<file path="src/verilog/elink_defs.svh">
`ifndef ELINK_DEFS_SVH
`define ELINK_DEFS_SVH

`define ELINK_DW          32                // Host data width
`define ELINK_RFAW        13                // Register address width
`define ELINK_COREID_W    12                // Core ID field width
`define ELINK_DEF_COREID  12'h810           // Core ID after reset
`define ELINK_VERSION     32'h0000_0101     // Fixed version word
`define ELINK_MBOX_DEPTH  4                 // Mailbox entries

`define ELINK_BLK_MSB     12                // Block select field
`define ELINK_BLK_LSB     8
`define ELINK_BLK_CFG     5'd0              // Config registers
`define ELINK_BLK_MBOX    5'd1              // Mailbox
`define ELINK_OFS_MSB     7                 // Word offset field
`define ELINK_OFS_LSB     2

`define ECFG_RESET_OFS    (8'h00)           // Byte offsets in config block
`define ECFG_TX_OFS       (8'h04)
`define ECFG_RX_OFS       (8'h08)
`define ECFG_CLK_OFS      (8'h0C)
`define ECFG_COREID_OFS   (8'h10)
`define ECFG_VERSION_OFS  (8'h14)
`define ECFG_STATUS_OFS   (8'h18)
`define EMBOX_LO_OFS      (8'h00)           // Byte offsets in mailbox block
`define EMBOX_HI_OFS      (8'h04)

`endif

</file>
<file path="src/verilog/elink_pkg.sv">
`include "elink_defs.svh"

package elink_pkg;

   // One host access on the mi bus
   typedef struct packed {
      logic                    en;          // Access strobe
      logic                    we;          // 1 write, 0 read
      logic [`ELINK_RFAW-1:0]  addr;        // Byte address
      logic [`ELINK_DW-1:0]    din;         // Write data
   } mi_req_t;

   typedef enum logic [1:0] {
      BLK_CFG  = 2'd0,                      // Config register file
      BLK_MBOX = 2'd1,                      // Mailbox
      BLK_NONE = 2'd2                       // Unmapped
   } mi_blk_e;

   // Word offsets of the config registers
   typedef enum logic [5:0] {
      ECFG_RESET   = 6'(`ECFG_RESET_OFS >> 2),
      ECFG_TX      = 6'(`ECFG_TX_OFS >> 2),
      ECFG_RX      = 6'(`ECFG_RX_OFS >> 2),
      ECFG_CLK     = 6'(`ECFG_CLK_OFS >> 2),
      ECFG_COREID  = 6'(`ECFG_COREID_OFS >> 2),
      ECFG_VERSION = 6'(`ECFG_VERSION_OFS >> 2),
      ECFG_STATUS  = 6'(`ECFG_STATUS_OFS >> 2)
   } ecfg_reg_e;

   typedef struct packed {
      logic                       tx_enable;     // TX[0]
      logic [3:0]                 tx_ctrl_mode;  // TX[7:4]
      logic [3:0]                 tx_clkdiv;     // TX[11:8]
      logic                       rx_enable;     // RX[0]
      logic                       rx_mmu_mode;   // RX[1]
      logic                       rx_gpio_mode;  // RX[2]
      logic                       cclk_en;       // CLK[0]
      logic [3:0]                 cclk_div;      // CLK[7:4]
      logic [3:0]                 cclk_pllcfg;   // CLK[11:8]
      logic [`ELINK_COREID_W-1:0] coreid;        // COREID[11:0]
   } ecfg_ctrl_t;

   typedef struct packed {
      logic full;                           // No room for a push
      logic not_empty;                      // Head entry valid
   } mbox_status_t;

endpackage

</file>
<file path="src/verilog/elink_cfg_regs.sv">
`include "elink_defs.svh"

module elink_cfg_regs
   import elink_pkg::*;
(
   input  logic                  mi_clk,
   input  logic                  rst,
   input  mi_req_t               cfg_req,         // Decoded config strobe
   input  mbox_status_t          mbox_status,     // Mailbox flags for STATUS
   output logic [`ELINK_DW-1:0]  cfg_rd_data,     // Comb read word
   output ecfg_ctrl_t            ctrl,            // Link control fields
   output logic                  cfg_soft_reset,  // Held while RESET[0] set
   output logic                  resetb_out       // Active low chip reset
);

   localparam ecfg_ctrl_t CTRL_RST = '{coreid: `ELINK_DEF_COREID, default: '0};

   ecfg_reg_e            reg_sel;                 // Offset of this access
   logic                 wr_en;
   logic [`ELINK_DW-1:0] din;
   ecfg_ctrl_t           ctrl_nxt;
   logic                 soft_reset_nxt;

   assign reg_sel = ecfg_reg_e'(cfg_req.addr[`ELINK_OFS_MSB:`ELINK_OFS_LSB]);
   assign wr_en   = cfg_req.en & cfg_req.we;
   assign din     = cfg_req.din;

   // Next state, only the defined fields are kept
   always_comb begin
      ctrl_nxt       = ctrl;
      soft_reset_nxt = cfg_soft_reset;
      if (wr_en) begin
         case (reg_sel)
            ECFG_RESET: soft_reset_nxt = din[0];
            ECFG_TX: begin
               ctrl_nxt.tx_enable    = din[0];
               ctrl_nxt.tx_ctrl_mode = din[7:4];
               ctrl_nxt.tx_clkdiv    = din[11:8];
            end
            ECFG_RX: begin
               ctrl_nxt.rx_enable    = din[0];
               ctrl_nxt.rx_mmu_mode  = din[1];
               ctrl_nxt.rx_gpio_mode = din[2];
            end
            ECFG_CLK: begin
               ctrl_nxt.cclk_en      = din[0];
               ctrl_nxt.cclk_div     = din[7:4];
               ctrl_nxt.cclk_pllcfg  = din[11:8];
            end
            ECFG_COREID: ctrl_nxt.coreid = din[`ELINK_COREID_W-1:0];
            default: ;                        // VERSION and STATUS are read only
         endcase
      end
   end

   always_ff @(posedge mi_clk) begin
      if (rst) begin
         ctrl           <= CTRL_RST;
         cfg_soft_reset <= 1'b0;
         resetb_out     <= 1'b1;              // Chip out of reset
      end else begin
         ctrl           <= ctrl_nxt;
         cfg_soft_reset <= soft_reset_nxt;
         resetb_out     <= ~soft_reset_nxt;  // Same edge as the soft reset bit
      end
   end

   // Readback of the register at the current offset
   always_comb begin
      cfg_rd_data = '0;
      case (reg_sel)
         ECFG_RESET: cfg_rd_data[0] = cfg_soft_reset;
         ECFG_TX: begin
            cfg_rd_data[0]    = ctrl.tx_enable;
            cfg_rd_data[7:4]  = ctrl.tx_ctrl_mode;
            cfg_rd_data[11:8] = ctrl.tx_clkdiv;
         end
         ECFG_RX: begin
            cfg_rd_data[0] = ctrl.rx_enable;
            cfg_rd_data[1] = ctrl.rx_mmu_mode;
            cfg_rd_data[2] = ctrl.rx_gpio_mode;
         end
         ECFG_CLK: begin
            cfg_rd_data[0]    = ctrl.cclk_en;
            cfg_rd_data[7:4]  = ctrl.cclk_div;
            cfg_rd_data[11:8] = ctrl.cclk_pllcfg;
         end
         ECFG_COREID:  cfg_rd_data[`ELINK_COREID_W-1:0] = ctrl.coreid;
         ECFG_VERSION: cfg_rd_data = `ELINK_VERSION;
         ECFG_STATUS: begin
            cfg_rd_data[0] = mbox_status.not_empty;
            cfg_rd_data[1] = mbox_status.full;
         end
         default: cfg_rd_data = '0;          // Holes read as zero
      endcase
   end

   // Chip reset must track the soft reset bit with no gap
   a_resetb_soft: assert property (@(posedge mi_clk) disable iff (rst)
      cfg_soft_reset |-> !resetb_out);

endmodule

</file>
<file path="src/verilog/elink_mailbox.sv">
`include "elink_defs.svh"

module elink_mailbox
   import elink_pkg::*;
(
   input  logic                  mi_clk,
   input  logic                  rst,
   input  logic                  cfg_soft_reset,  // Holds mailbox empty
   input  mi_req_t               mbox_req,        // Decoded mailbox strobe
   output logic [`ELINK_DW-1:0]  mbox_rd_data,    // Comb read word
   output mbox_status_t          mbox_status
);

   localparam int DEPTH = `ELINK_MBOX_DEPTH;
   localparam int PW    = (DEPTH > 1) ? $clog2(DEPTH) : 1;
   localparam int CW    = $clog2(DEPTH + 1);

   logic [2*`ELINK_DW-1:0] mem [DEPTH];          // Entry storage
   logic [PW-1:0]          wr_ptr;
   logic [PW-1:0]          rd_ptr;
   logic [CW-1:0]          count;                // Entries held
   logic [`ELINK_DW-1:0]   hold_lo;              // Low half waiting for HI
   logic [2*`ELINK_DW-1:0] head;
   logic                   sel_lo;
   logic                   sel_hi;
   logic                   wr_acc;
   logic                   rd_acc;
   logic                   has_data;
   logic                   is_full;
   logic                   push;
   logic                   pop;

   function automatic logic [PW-1:0] ptr_inc(input logic [PW-1:0] p);
      if (p == PW'(DEPTH - 1)) begin
         return '0;                          // Wrap at the last entry
      end
      return p + 1'b1;
   endfunction

   assign sel_lo   = mbox_req.addr[`ELINK_OFS_MSB:`ELINK_OFS_LSB] == 6'(`EMBOX_LO_OFS >> 2);
   assign sel_hi   = mbox_req.addr[`ELINK_OFS_MSB:`ELINK_OFS_LSB] == 6'(`EMBOX_HI_OFS >> 2);
   assign wr_acc   = mbox_req.en & mbox_req.we & ~cfg_soft_reset;  // Writes dropped in reset
   assign rd_acc   = mbox_req.en & ~mbox_req.we;
   assign has_data = (count != '0) & ~cfg_soft_reset;              // Seen empty in reset
   assign is_full  = (count == CW'(DEPTH)) & ~cfg_soft_reset;
   assign push     = wr_acc & sel_hi & ~is_full;                   // Full drops the push
   assign pop      = rd_acc & sel_hi & has_data;                   // HI read consumes head
   assign head     = mem[rd_ptr];

   always_ff @(posedge mi_clk) begin
      if (rst || cfg_soft_reset) begin
         wr_ptr <= '0;
         rd_ptr <= '0;
         count  <= '0;
      end else begin
         if (push) begin
            wr_ptr <= ptr_inc(wr_ptr);
         end
         if (pop) begin
            rd_ptr <= ptr_inc(rd_ptr);
         end
         case ({push, pop})
            2'b10:   count <= count + 1'b1;
            2'b01:   count <= count - 1'b1;
            default: count <= count;          // Both or neither
         endcase
      end
   end

   always_ff @(posedge mi_clk) begin
      if (push) begin
         mem[wr_ptr] <= {mbox_req.din, hold_lo};
      end
      if (wr_acc && sel_lo) begin
         hold_lo <= mbox_req.din;
      end
   end

   // Head words, zero when empty
   always_comb begin
      mbox_rd_data = '0;
      if (has_data) begin
         if (sel_lo) begin
            mbox_rd_data = head[`ELINK_DW-1:0];
         end else if (sel_hi) begin
            mbox_rd_data = head[2*`ELINK_DW-1:`ELINK_DW];
         end
      end
   end

   assign mbox_status.full      = is_full;
   assign mbox_status.not_empty = has_data;

   a_count_max: assert property (@(posedge mi_clk) disable iff (rst)
      count <= CW'(DEPTH));

   // Held entries always show on a flag outside soft reset
   a_flags_cover: assert property (@(posedge mi_clk) disable iff (rst || cfg_soft_reset)
      (count != '0) |-> (mbox_status.full || mbox_status.not_empty));

endmodule

</file>
<file path="src/verilog/elink_mi_decode.sv">
`include "elink_defs.svh"

module elink_mi_decode
   import elink_pkg::*;
(
   input  logic                  mi_clk,
   input  logic                  rst,
   input  mi_req_t               mi_req,         // From host
   output mi_req_t               cfg_req,        // Strobe to config regs
   output mi_req_t               mbox_req,       // Strobe to mailbox
   input  logic [`ELINK_DW-1:0]  cfg_rd_data,    // Comb read word
   input  logic [`ELINK_DW-1:0]  mbox_rd_data,   // Comb read word
   output logic [`ELINK_DW-1:0]  mi_rd_data,     // One cycle after strobe
   output logic                  mi_rd_valid
);

   mi_blk_e              blk;                    // Block hit by this access
   logic                 rd_stb;                 // Read strobe
   logic [`ELINK_DW-1:0] rd_sel;                 // Word from the hit block

   always_comb begin
      case (mi_req.addr[`ELINK_BLK_MSB:`ELINK_BLK_LSB])
         `ELINK_BLK_CFG:  blk = BLK_CFG;
         `ELINK_BLK_MBOX: blk = BLK_MBOX;
         default:         blk = BLK_NONE;    // Unmapped space
      endcase
   end

   // Forward the access, strobe only to the hit block
   always_comb begin
      cfg_req     = mi_req;
      cfg_req.en  = mi_req.en & (blk == BLK_CFG);
      mbox_req    = mi_req;
      mbox_req.en = mi_req.en & (blk == BLK_MBOX);
   end

   assign rd_stb = mi_req.en & ~mi_req.we;

   always_comb begin
      case (blk)
         BLK_CFG:  rd_sel = cfg_rd_data;
         BLK_MBOX: rd_sel = mbox_rd_data;
         default:  rd_sel = '0;              // Unmapped reads as zero
      endcase
   end

   always_ff @(posedge mi_clk) begin
      if (rst) begin
         mi_rd_valid <= 1'b0;
      end else begin
         mi_rd_valid <= rd_stb;              // Fixed one-cycle latency
      end
   end

   always_ff @(posedge mi_clk) begin
      if (rd_stb) begin
         mi_rd_data <= rd_sel;               // Capture at the read edge
      end
   end

   // Every read answers exactly one cycle later, and nothing else does
   a_rd_latency: assert property (@(posedge mi_clk) disable iff (rst)
      !$past(rst) |-> (mi_rd_valid == $past(mi_req.en && !mi_req.we)));

endmodule

</file>
<file path="src/verilog/elink_top.sv">
`include "elink_defs.svh"

module elink_top
   import elink_pkg::*;
(
   input  logic                  mi_clk,          // Single clock domain
   input  logic                  rst,
   input  mi_req_t               mi_req,          // Host access
   output logic [`ELINK_DW-1:0]  mi_rd_data,
   output logic                  mi_rd_valid,
   output ecfg_ctrl_t            ctrl,            // TX, RX and clock fields
   output logic                  resetb_out,
   output logic                  embox_full,
   output logic                  embox_not_empty
);

   mi_req_t              cfg_req;
   mi_req_t              mbox_req;
   logic [`ELINK_DW-1:0] cfg_rd_data;
   logic [`ELINK_DW-1:0] mbox_rd_data;
   logic                 cfg_soft_reset;
   mbox_status_t         mbox_status;

   elink_mi_decode i_mi_decode (
      .mi_clk       (mi_clk),
      .rst          (rst),
      .mi_req       (mi_req),
      .cfg_req      (cfg_req),
      .mbox_req     (mbox_req),
      .cfg_rd_data  (cfg_rd_data),
      .mbox_rd_data (mbox_rd_data),
      .mi_rd_data   (mi_rd_data),
      .mi_rd_valid  (mi_rd_valid)
   );

   elink_cfg_regs i_cfg_regs (
      .mi_clk         (mi_clk),
      .rst            (rst),
      .cfg_req        (cfg_req),
      .mbox_status    (mbox_status),   // Feeds STATUS readback
      .cfg_rd_data    (cfg_rd_data),
      .ctrl           (ctrl),
      .cfg_soft_reset (cfg_soft_reset),
      .resetb_out     (resetb_out)
   );

   elink_mailbox i_mailbox (
      .mi_clk         (mi_clk),
      .rst            (rst),
      .cfg_soft_reset (cfg_soft_reset),
      .mbox_req       (mbox_req),
      .mbox_rd_data   (mbox_rd_data),
      .mbox_status    (mbox_status)
   );

   assign embox_full      = mbox_status.full;       // Flag pins
   assign embox_not_empty = mbox_status.not_empty;

endmodule
</file>
<file path="config.mk">
export PLATFORM = sky130hd
export DESIGN_NAME = elink_top
export DESIGN_NICKNAME = d
export VERILOG_FILES = /design/src/verilog/elink_pkg.sv /design/src/verilog/elink_cfg_regs.sv /design/src/verilog/elink_mailbox.sv /design/src/verilog/elink_mi_decode.sv /design/src/verilog/elink_top.sv
export VERILOG_INCLUDE_DIRS = /design/src /design/src/verilog
export SDC_FILE = /design/constraint.sdc
export NUM_CORES = 1
export LEC_CHECK = 0
export BUFFER_PORTS_ARGS = -buffer_cell sky130_fd_sc_hd__buf_2
export CAP_MARGIN = 25
export CORE_UTILIZATION = 56
export CTS_CLUSTER_SIZE = 10
export DETAILED_ROUTE_END_ITERATION = 12
export PLACE_DENSITY = 0.76
export SLEW_MARGIN = 20
export SYNTH_ARGS = -nofsm -noshare
export SYNTH_HDL_FRONTEND = slang
export SYNTH_SLANG_ARGS = --single-unit
</file>
<file path="constraint.sdc">
create_clock -name mi_clk -period 7.2 [get_ports mi_clk]
set_input_delay 0.36 -clock mi_clk [delete_from_list [all_inputs] [get_ports mi_clk]]
set_output_delay 0.36 -clock mi_clk [all_outputs]
set_load 0.1 [all_outputs]
</file>
== After elaboration in Yosys (flattened, before gate mapping) ==
Memories as Yosys holds them, arrays and structs flattened. A register that Yosys moved wholly into a read port is not among the register bits.
Cells that the tools add are included.

* Register bits after elaboration: 107
* Memory bits (writable): 256
* Input bits: 49
* Output and inout bits: 69
* Word-level logic and storage cells: 91
* Memories kept: 1

{| class="wikitable"
|+ Memories
! name !! words !! width !! read ports !! clocked after memory_dff !! write ports !! line !! RTL
|-
| i_mailbox.mem || 4 || 64 || 1 || 1 || 1 || elink_mailbox.sv:18 || <nowiki>logic [2*`ELINK_DW-1:0] mem [DEPTH];</nowiki>
|}

* Add/sub/neg operators: 4
* Eq/ne operators: 13
* Multiplexer cells: 27
* Bitwise logic cells: 17
* Reduce and logical (&&, ||, !) cells: 11

{| class="wikitable"
|+ Operators by type and width
! kind !! count
|-
| $mux W32 || 3
|-
| $pmux W32 S2 || 1
|-
| $pmux W8 S4 || 1
|-
| $eq A6 B3 Y1 const B || 3
|-
| $and A1 B1 Y1 || 13
|-
| $eq A6 B2 Y1 const B || 2
|-
| $mux W2 || 6
|-
| $mux W1 || 11
|-
| $reduce_and A2 Y1 || 4
|-
| $pmux W1 S7 || 1
|-
| $eq A2 B2 Y1 const B || 3
|-
| $eq A6 B1 Y1 const B || 1
|-
| $logic_not A6 Y1 || 1
|-
| $pmux W3 S2 || 1
|-
| $eq A5 B1 Y1 const B || 1
|-
| $logic_not A5 Y1 || 1
|-
| $add A2 B1 Y2 const B || 2
|-
| $eq A2 B1 Y1 const B || 2
|-
| $not A1 Y1 || 4
|-
| $pmux W2 S2 || 1
|-
| $add A3 B1 Y3 const B || 1
|-
| $eq A3 B3 Y1 const B || 1
|-
| $pmux W1 S3 || 1
|-
| $reduce_bool A3 Y1 || 1
|-
| other kinds (6) || 6
|}

== Longest topological paths before layout ==
* Word-level depth: 12
* Gate-level depth with buffers: 11
* Gate-level depth less buffers: 10

== Cells and area by module ==
Synthesis repeated with hierarchy kept, for this count alone.

* Cell total of the unflattened synthesis: 1016
* Area, all modules: 15543.7 um^2

{| class="wikitable"
|+ Modules (own cells, without submodules)
! module !! instances !! cells an instance !! area an instance (um^2) !! sequential area each (um^2)
|-
| elink_mailbox || 1 || 613 || 11382.2 || 8828.5
|-
| elink_mi_decode || 1 || 203 || 2220.9 || 980.9
|-
| elink_cfg_regs || 1 || 200 || 1940.6 || 700.7
|}

== Least setup slack after synthesis ==
No wires, ideal clock.

* Path kind: register -> register
* Start point: reg i_mailbox.count[0]
* End point: mem i_mailbox.mem[0][0] (netlist name) (enable)
* Setup time: 546 ps
* Data arrival time: 5022 ps
* Data required time: 6654 ps
* Slack: 1631 ps
* Stages on the path, launching flop included: 4
* Path buffers: 0
* Period minus slack after synthesis: 5569 ps
* Cell sequence: dfxtp_1 -> nor4b_1 -> nor3_2 -> and2_1

* Cells in the longest elaborated chain, start to end: 6

{| class="wikitable"
|+ RTL lines
! element !! line !! RTL
|-
| from (decl) || elink_mailbox.sv:21 || <nowiki>logic [CW-1:0] count;</nowiki>
|-
| from (signal assigned) || elink_mailbox.sv:63 || <nowiki>2'b10: count <= count + 1'b1;</nowiki>
|-
| from (signal assigned) || elink_mailbox.sv:64 || <nowiki>2'b01: count <= count - 1'b1;</nowiki>
|-
| from (signal assigned) || elink_mailbox.sv:65 || <nowiki>default: count <= count;</nowiki>
|-
| $eq A3 B3 Y1 || elink_mailbox.sv:45 || <nowiki>assign is_full = (count == CW'(DEPTH)) & ~cfg_soft_reset;</nowiki>
|-
| $and A1 B1 Y1 || elink_mailbox.sv:45 ||
|-
| via embox_full || elink_top.sv:13 || <nowiki>output logic embox_full,</nowiki>
|-
| $not A1 Y1 || elink_mailbox.sv:46 || <nowiki>assign push = wr_acc & sel_hi & ~is_full;</nowiki>
|-
| $and A1 B1 Y1 || elink_mailbox.sv:46 ||
|-
| $mux W1 || elink_mailbox.sv:71 || <nowiki>if (push) begin</nowiki>
|-
| $mux W1 (implied by the code) || elink_mailbox.sv:72 || <nowiki>mem[wr_ptr] <= {mbox_req.din, hold_lo};</nowiki>
|-
| to (decl) || elink_mailbox.sv:18 ||
|}

The timed path passes the listed nets, and every way through them passes these cells.

== Final worst setup path ==
* Start point: in mi_req[41] (netlist name)
* End point: reg i_mailbox.count[2]

* Elaborated cells between the ends (all ways): 16
* Classes of those cells: eq/ne (4); mux (2); bitwise (8); reduce/logical (2)

{| class="wikitable"
|+ RTL lines
! element !! line !! RTL
|-
| from (decl) || elink_top.sv:8 || <nowiki>input mi_req_t mi_req,</nowiki>
|-
| $eq A5 B1 Y1 or $logic_not A5 Y1 (tied branches) || elink_mi_decode.sv:22 || <nowiki>case (mi_req.addr[`ELINK_BLK_MSB:`ELINK_BLK_LSB])</nowiki>
|-
| $pmux W2 S2 * || elink_mi_decode.sv:22 ||
|-
| $eq A2 B1 Y1 * || elink_mi_decode.sv:34 || <nowiki>mbox_req.en = mi_req.en & (blk == BLK_MBOX);</nowiki>
|-
| $and A1 B1 Y1 * || elink_mi_decode.sv:34 ||
|-
| $and A1 B1 Y1 * || elink_mailbox.sv:43 || <nowiki>assign rd_acc = mbox_req.en & ~mbox_req.we;</nowiki>
|-
| $and A1 B1 Y1 * (2 in a row) || elink_mailbox.sv:47 || <nowiki>assign pop = rd_acc & sel_hi & has_data;</nowiki>
|-
| via i_mailbox.pop || elink_mailbox.sv:31 || <nowiki>logic pop;</nowiki>
|-
| $eq A2 B1 Y1 or $eq A2 B2 Y1 (tied branches) || elink_mailbox.sv:62 || <nowiki>case ({push, pop})</nowiki>
|-
| $pmux W3 S2 or $reduce_bool A2 Y1 (tied branches) || n/a ||
|}

Mark *: on every way through the listed nets, which the timed path passes. The rest lies on a longest branch.
A chain may end at the register's enable or synchronous reset.

==> flow_metrics.tcl <==
set metrics [dict create \
    die_area_um2 25200 \
    rsz0062_at_grt "false" \
    cp-start-kind "input port" \
    port_buffers 115 \
    slew_headroom_pct 33.4 \
    critical_path.slowest_cell "or4_4" \
    place.gp.congestion 0.790 \
    crit_family "simple AND/OR/NAND/NOR gates" \
    syn-num-nets 802 \
    hold-worst-slack_ps 61.0 \
    setup_violations 0 \
    nNetsFinal 929 \
    drv_slew 0 \
    firstDrtPassIters 6 \
    status "completed" \
    fin_crit_ps 2870 \
    coreArea_um2 24200 \
    grt_pass1_wl_um 43200 \
    start_util_pct 56.8 \
    hpwl_um 14500 \
    min_path_cells 1 \
    tightest_slew_ps 999 \
    ys_seq_area_share_pct 76.3 \
    drt_iter0_drc 743 \
    wire_per_inst_um 23.1 \
    synth_area_um2 13800 \
    finClkSkew_ps 8.78 \
    r2r_slack_ps 4330 \
    reg2regPathDepth 10 \
    hold_path.class "input port to flop" \
    ys_seq_elements 365 \
    min_from "mi_req[28]" \
    grt_usage_pct 22.6 \
    clock_latency_ps 530 \
    required_ps 7660 \
    postSynthCellCount 746 \
    grt_max_degree 65 \
    path_max_fanout 33 \
    grt_pass1_vias 7551 \
    yosysWarnings 0 \
    wl_um 27900 \
    drc 0 \
    fin_crit_sh_pct 39.9 \
    clk_pin_slew_ps 60 \
    p_per_area_nw_per_um2 266 \
    end_kind "flop" \
    nFillCells 1629 \
    final_common_cell "edfxtp_1" \
    rows 57 \
    vdd_drop_max_mv 0.193 \
    pre_cts_slack_ps 3780 \
    vias_per_cell 6.19 \
    static-leakage-power_nw 5.06 \
    async_flop_share_pct 0 \
    postRouteAntennaNets 0 \
    ios 118 \
    fmax_ghz 0.348 \
    fp.dieW_um 159 \
    power_mw 4.22 \
    r2r-end "i_mailbox.count[2]" \
    cts_max_level 2 \
    setup_ws_ps 4330 \
    cp.buffers_inverters 3 \
    crit_arrival_ps 3330 \
    crit_chain "buf_2 -> or4_4 -> or4b_1 -> buf_4 -> nor3_4 -> ha_1 -> inv_1 -> fa_1 -> xor2_1 -> or3_1 -> a21oi_1" \
    synth.distinct_cells 46 \
    antenna_found_initial 2 \
    hold_violations 0 \
    cap_violations 0 \
    critPathMaxStageDelay_ps 560 \
    post_cts_resized 0 \
    cts_tree "done" \
    avgSynthCellArea_um2 18.5 \
    critPathKind "input port to flop" \
    cts_sinks 365 \
    drive_above_1_share_pct 28.7 \
    synth_edf_count 320 \
    final_cell_mix "320 x edfxtp_1, 115 x buf_2, 64 x mux4_2" \
    min_to "i_mailbox.mem[0][60]" \
    cts_buffer_depth 3 \
    overflow 0 \
    numCtsBuffers 42 \
    holdBufCountCts 0 \
    reg2reg_from "i_mailbox.count[0]" \
    tns_ps 0 \
    synth-main-ff-cell "edfxtp_1" \
    cts-root-buf "clkbuf_16" \
    fp.dieH_um 159 \
    post_cts_buffers 0 \
    syn_to_final_growth_pct 15.1 \
    vias 7502 \
]
## cell usage after synthesis, types with 2 or more instances
library cell | number | area [um2]
a211o_1 | 2 | 17.5
a21oi_1 | 39 | 195
a222oi_1 | 7 | 70.1
a22oi_1 | 32 | 240
and2_1 | 4 | 25.0
and3_1 | 4 | 25.0
buf_1 | 5 | 18.8
buf_2 | 10 | 50.1
buf_4 | 2 | 15.0
clkbuf_1 | 28 | 105
dfxtp_1 | 45 | 901
edfxtp_1 | 320 | 9610
ha_1 | 6 | 75.1
inv_1 | 8 | 30.0
mux2i_1 | 6 | 60.1
mux4_2 | 64 | 1440
nand2_1 | 9 | 33.8
nand2b_1 | 5 | 31.3
nand3_1 | 40 | 200
nor2_1 | 32 | 120
nor3_1 | 4 | 20.0
nor3_2 | 2 | 20.0
nor4_1 | 2 | 12.5
o21ai_0 | 35 | 175
o22ai_1 | 10 | 62.6
or3_1 | 3 | 18.8
or4_4 | 2 | 22.5
xor2_1 | 2 | 17.5
## per-layer routing
layer | vias up | part of all wire (%) | track usage [%]
met1 | 3774 | 41 | 31.0
met4 | 2 | 2.4 | 7.04
met5 | - | 0.039 | 0
li1 | 3282 | - | -
met2 | 386 | 48 | 36.6
met3 | 58 | 8.7 | 5.07
## worst reg2reg max path, delay by kind of cell, from the launching register on
| kind | cells | cell delay, ps |
|---|---|---|
| XOR/XNOR | 1 | 160 |
| adder cells (fa/ha/maj) | 2 | 590 |
| AO/OA/AOI/OAI | 1 | 140 |
| AND/OR/NAND/NOR | 4 | 1140 |
| flip-flops | 1 | 390 |
| buffers and inverters | 2 | 370 |
## how the worst max path moves through the flow
stage,start,to,slack (ps),cells past startpoint
2_1_floorplan,i_mailbox.count[0],i_mailbox.mem[0][0],1630,3
3_3_place_gp,mi_req[41],i_mailbox.count[2],3840,11
3_5_place_dp,mi_req[41],i_mailbox.count[2],3780,11
4_1_cts,flop,i_mi_decode.mi_rd_data[5],4320,4
5_1_grt,flop,i_mi_decode.mi_rd_data[5],4170,4
6_report,mi_req[41],i_mailbox.count[2],4330,11
## registers in the layout (all words and copies together) (netlist names), named ones only
register	cells
i_mailbox.mem	256
i_cfg_regs.ctrl	33
i_mailbox.hold_lo	32
i_mi_decode.mi_rd_data	32
i_mailbox.count	3
i_mailbox.rd_ptr	2
i_mailbox.wr_ptr	2
i_cfg_regs.cfg_soft_reset	1
i_cfg_regs.resetb_out	1
i_mi_decode.mi_rd_valid	1
## kinds of logic after synthesis
| kind of cell | Yosys count | share of synthesized area (%) |
|---|---|---|
| compound gates | 130 | 5.81 |
| xor+xnor | 2 | 0.127 |
| fa+ha+maj | 7 | 0.690 |
| buf+inv | 53 | 1.59 |
| flops | 365 | 76.3 |
| mux | 70 | 10.9 |
| simple gates | 119 | 4.61 |
## cell type report
type | instances | area [um2] | share of cell area, %
Sequential cell | 365 | 10500 | 66.3
Multi-Input combinational cell | 328 | 3080 | 19.4
Antenna cell | 1 | 2.50 | 0.0158
Timing Repair Buffer | 128 | 673 | 4.24
Clock buffer | 55 | 1120 | 7.07
Inverter | 8 | 30.0 | 0.189
Clock inverter | 3 | 32.5 | 0.205
Tap cell | 324 | 405 | 2.56
## stage by stage
step	cells	util [%]	cell area, um2
global route	1211	65.4	15900
finish	1212	65.4	15900
global placement	1153	60.6	14700
CTS	1211	65.4	15900
detailed placement	1153	60.6	14700
floorplan	746	-	13800
## power breakdown
group | switching [mW] | total [mW] | internal [mW]
logic | 0.0817 | 0.0999 | 0.0182
clock network | 0.752 | 1.83 | 1.08
registers | 0.00133 | 2.29 | 2.29
total | 0.835 | 4.22 | 3.39
Note: power is estimated with default switching activity, not from simulation.
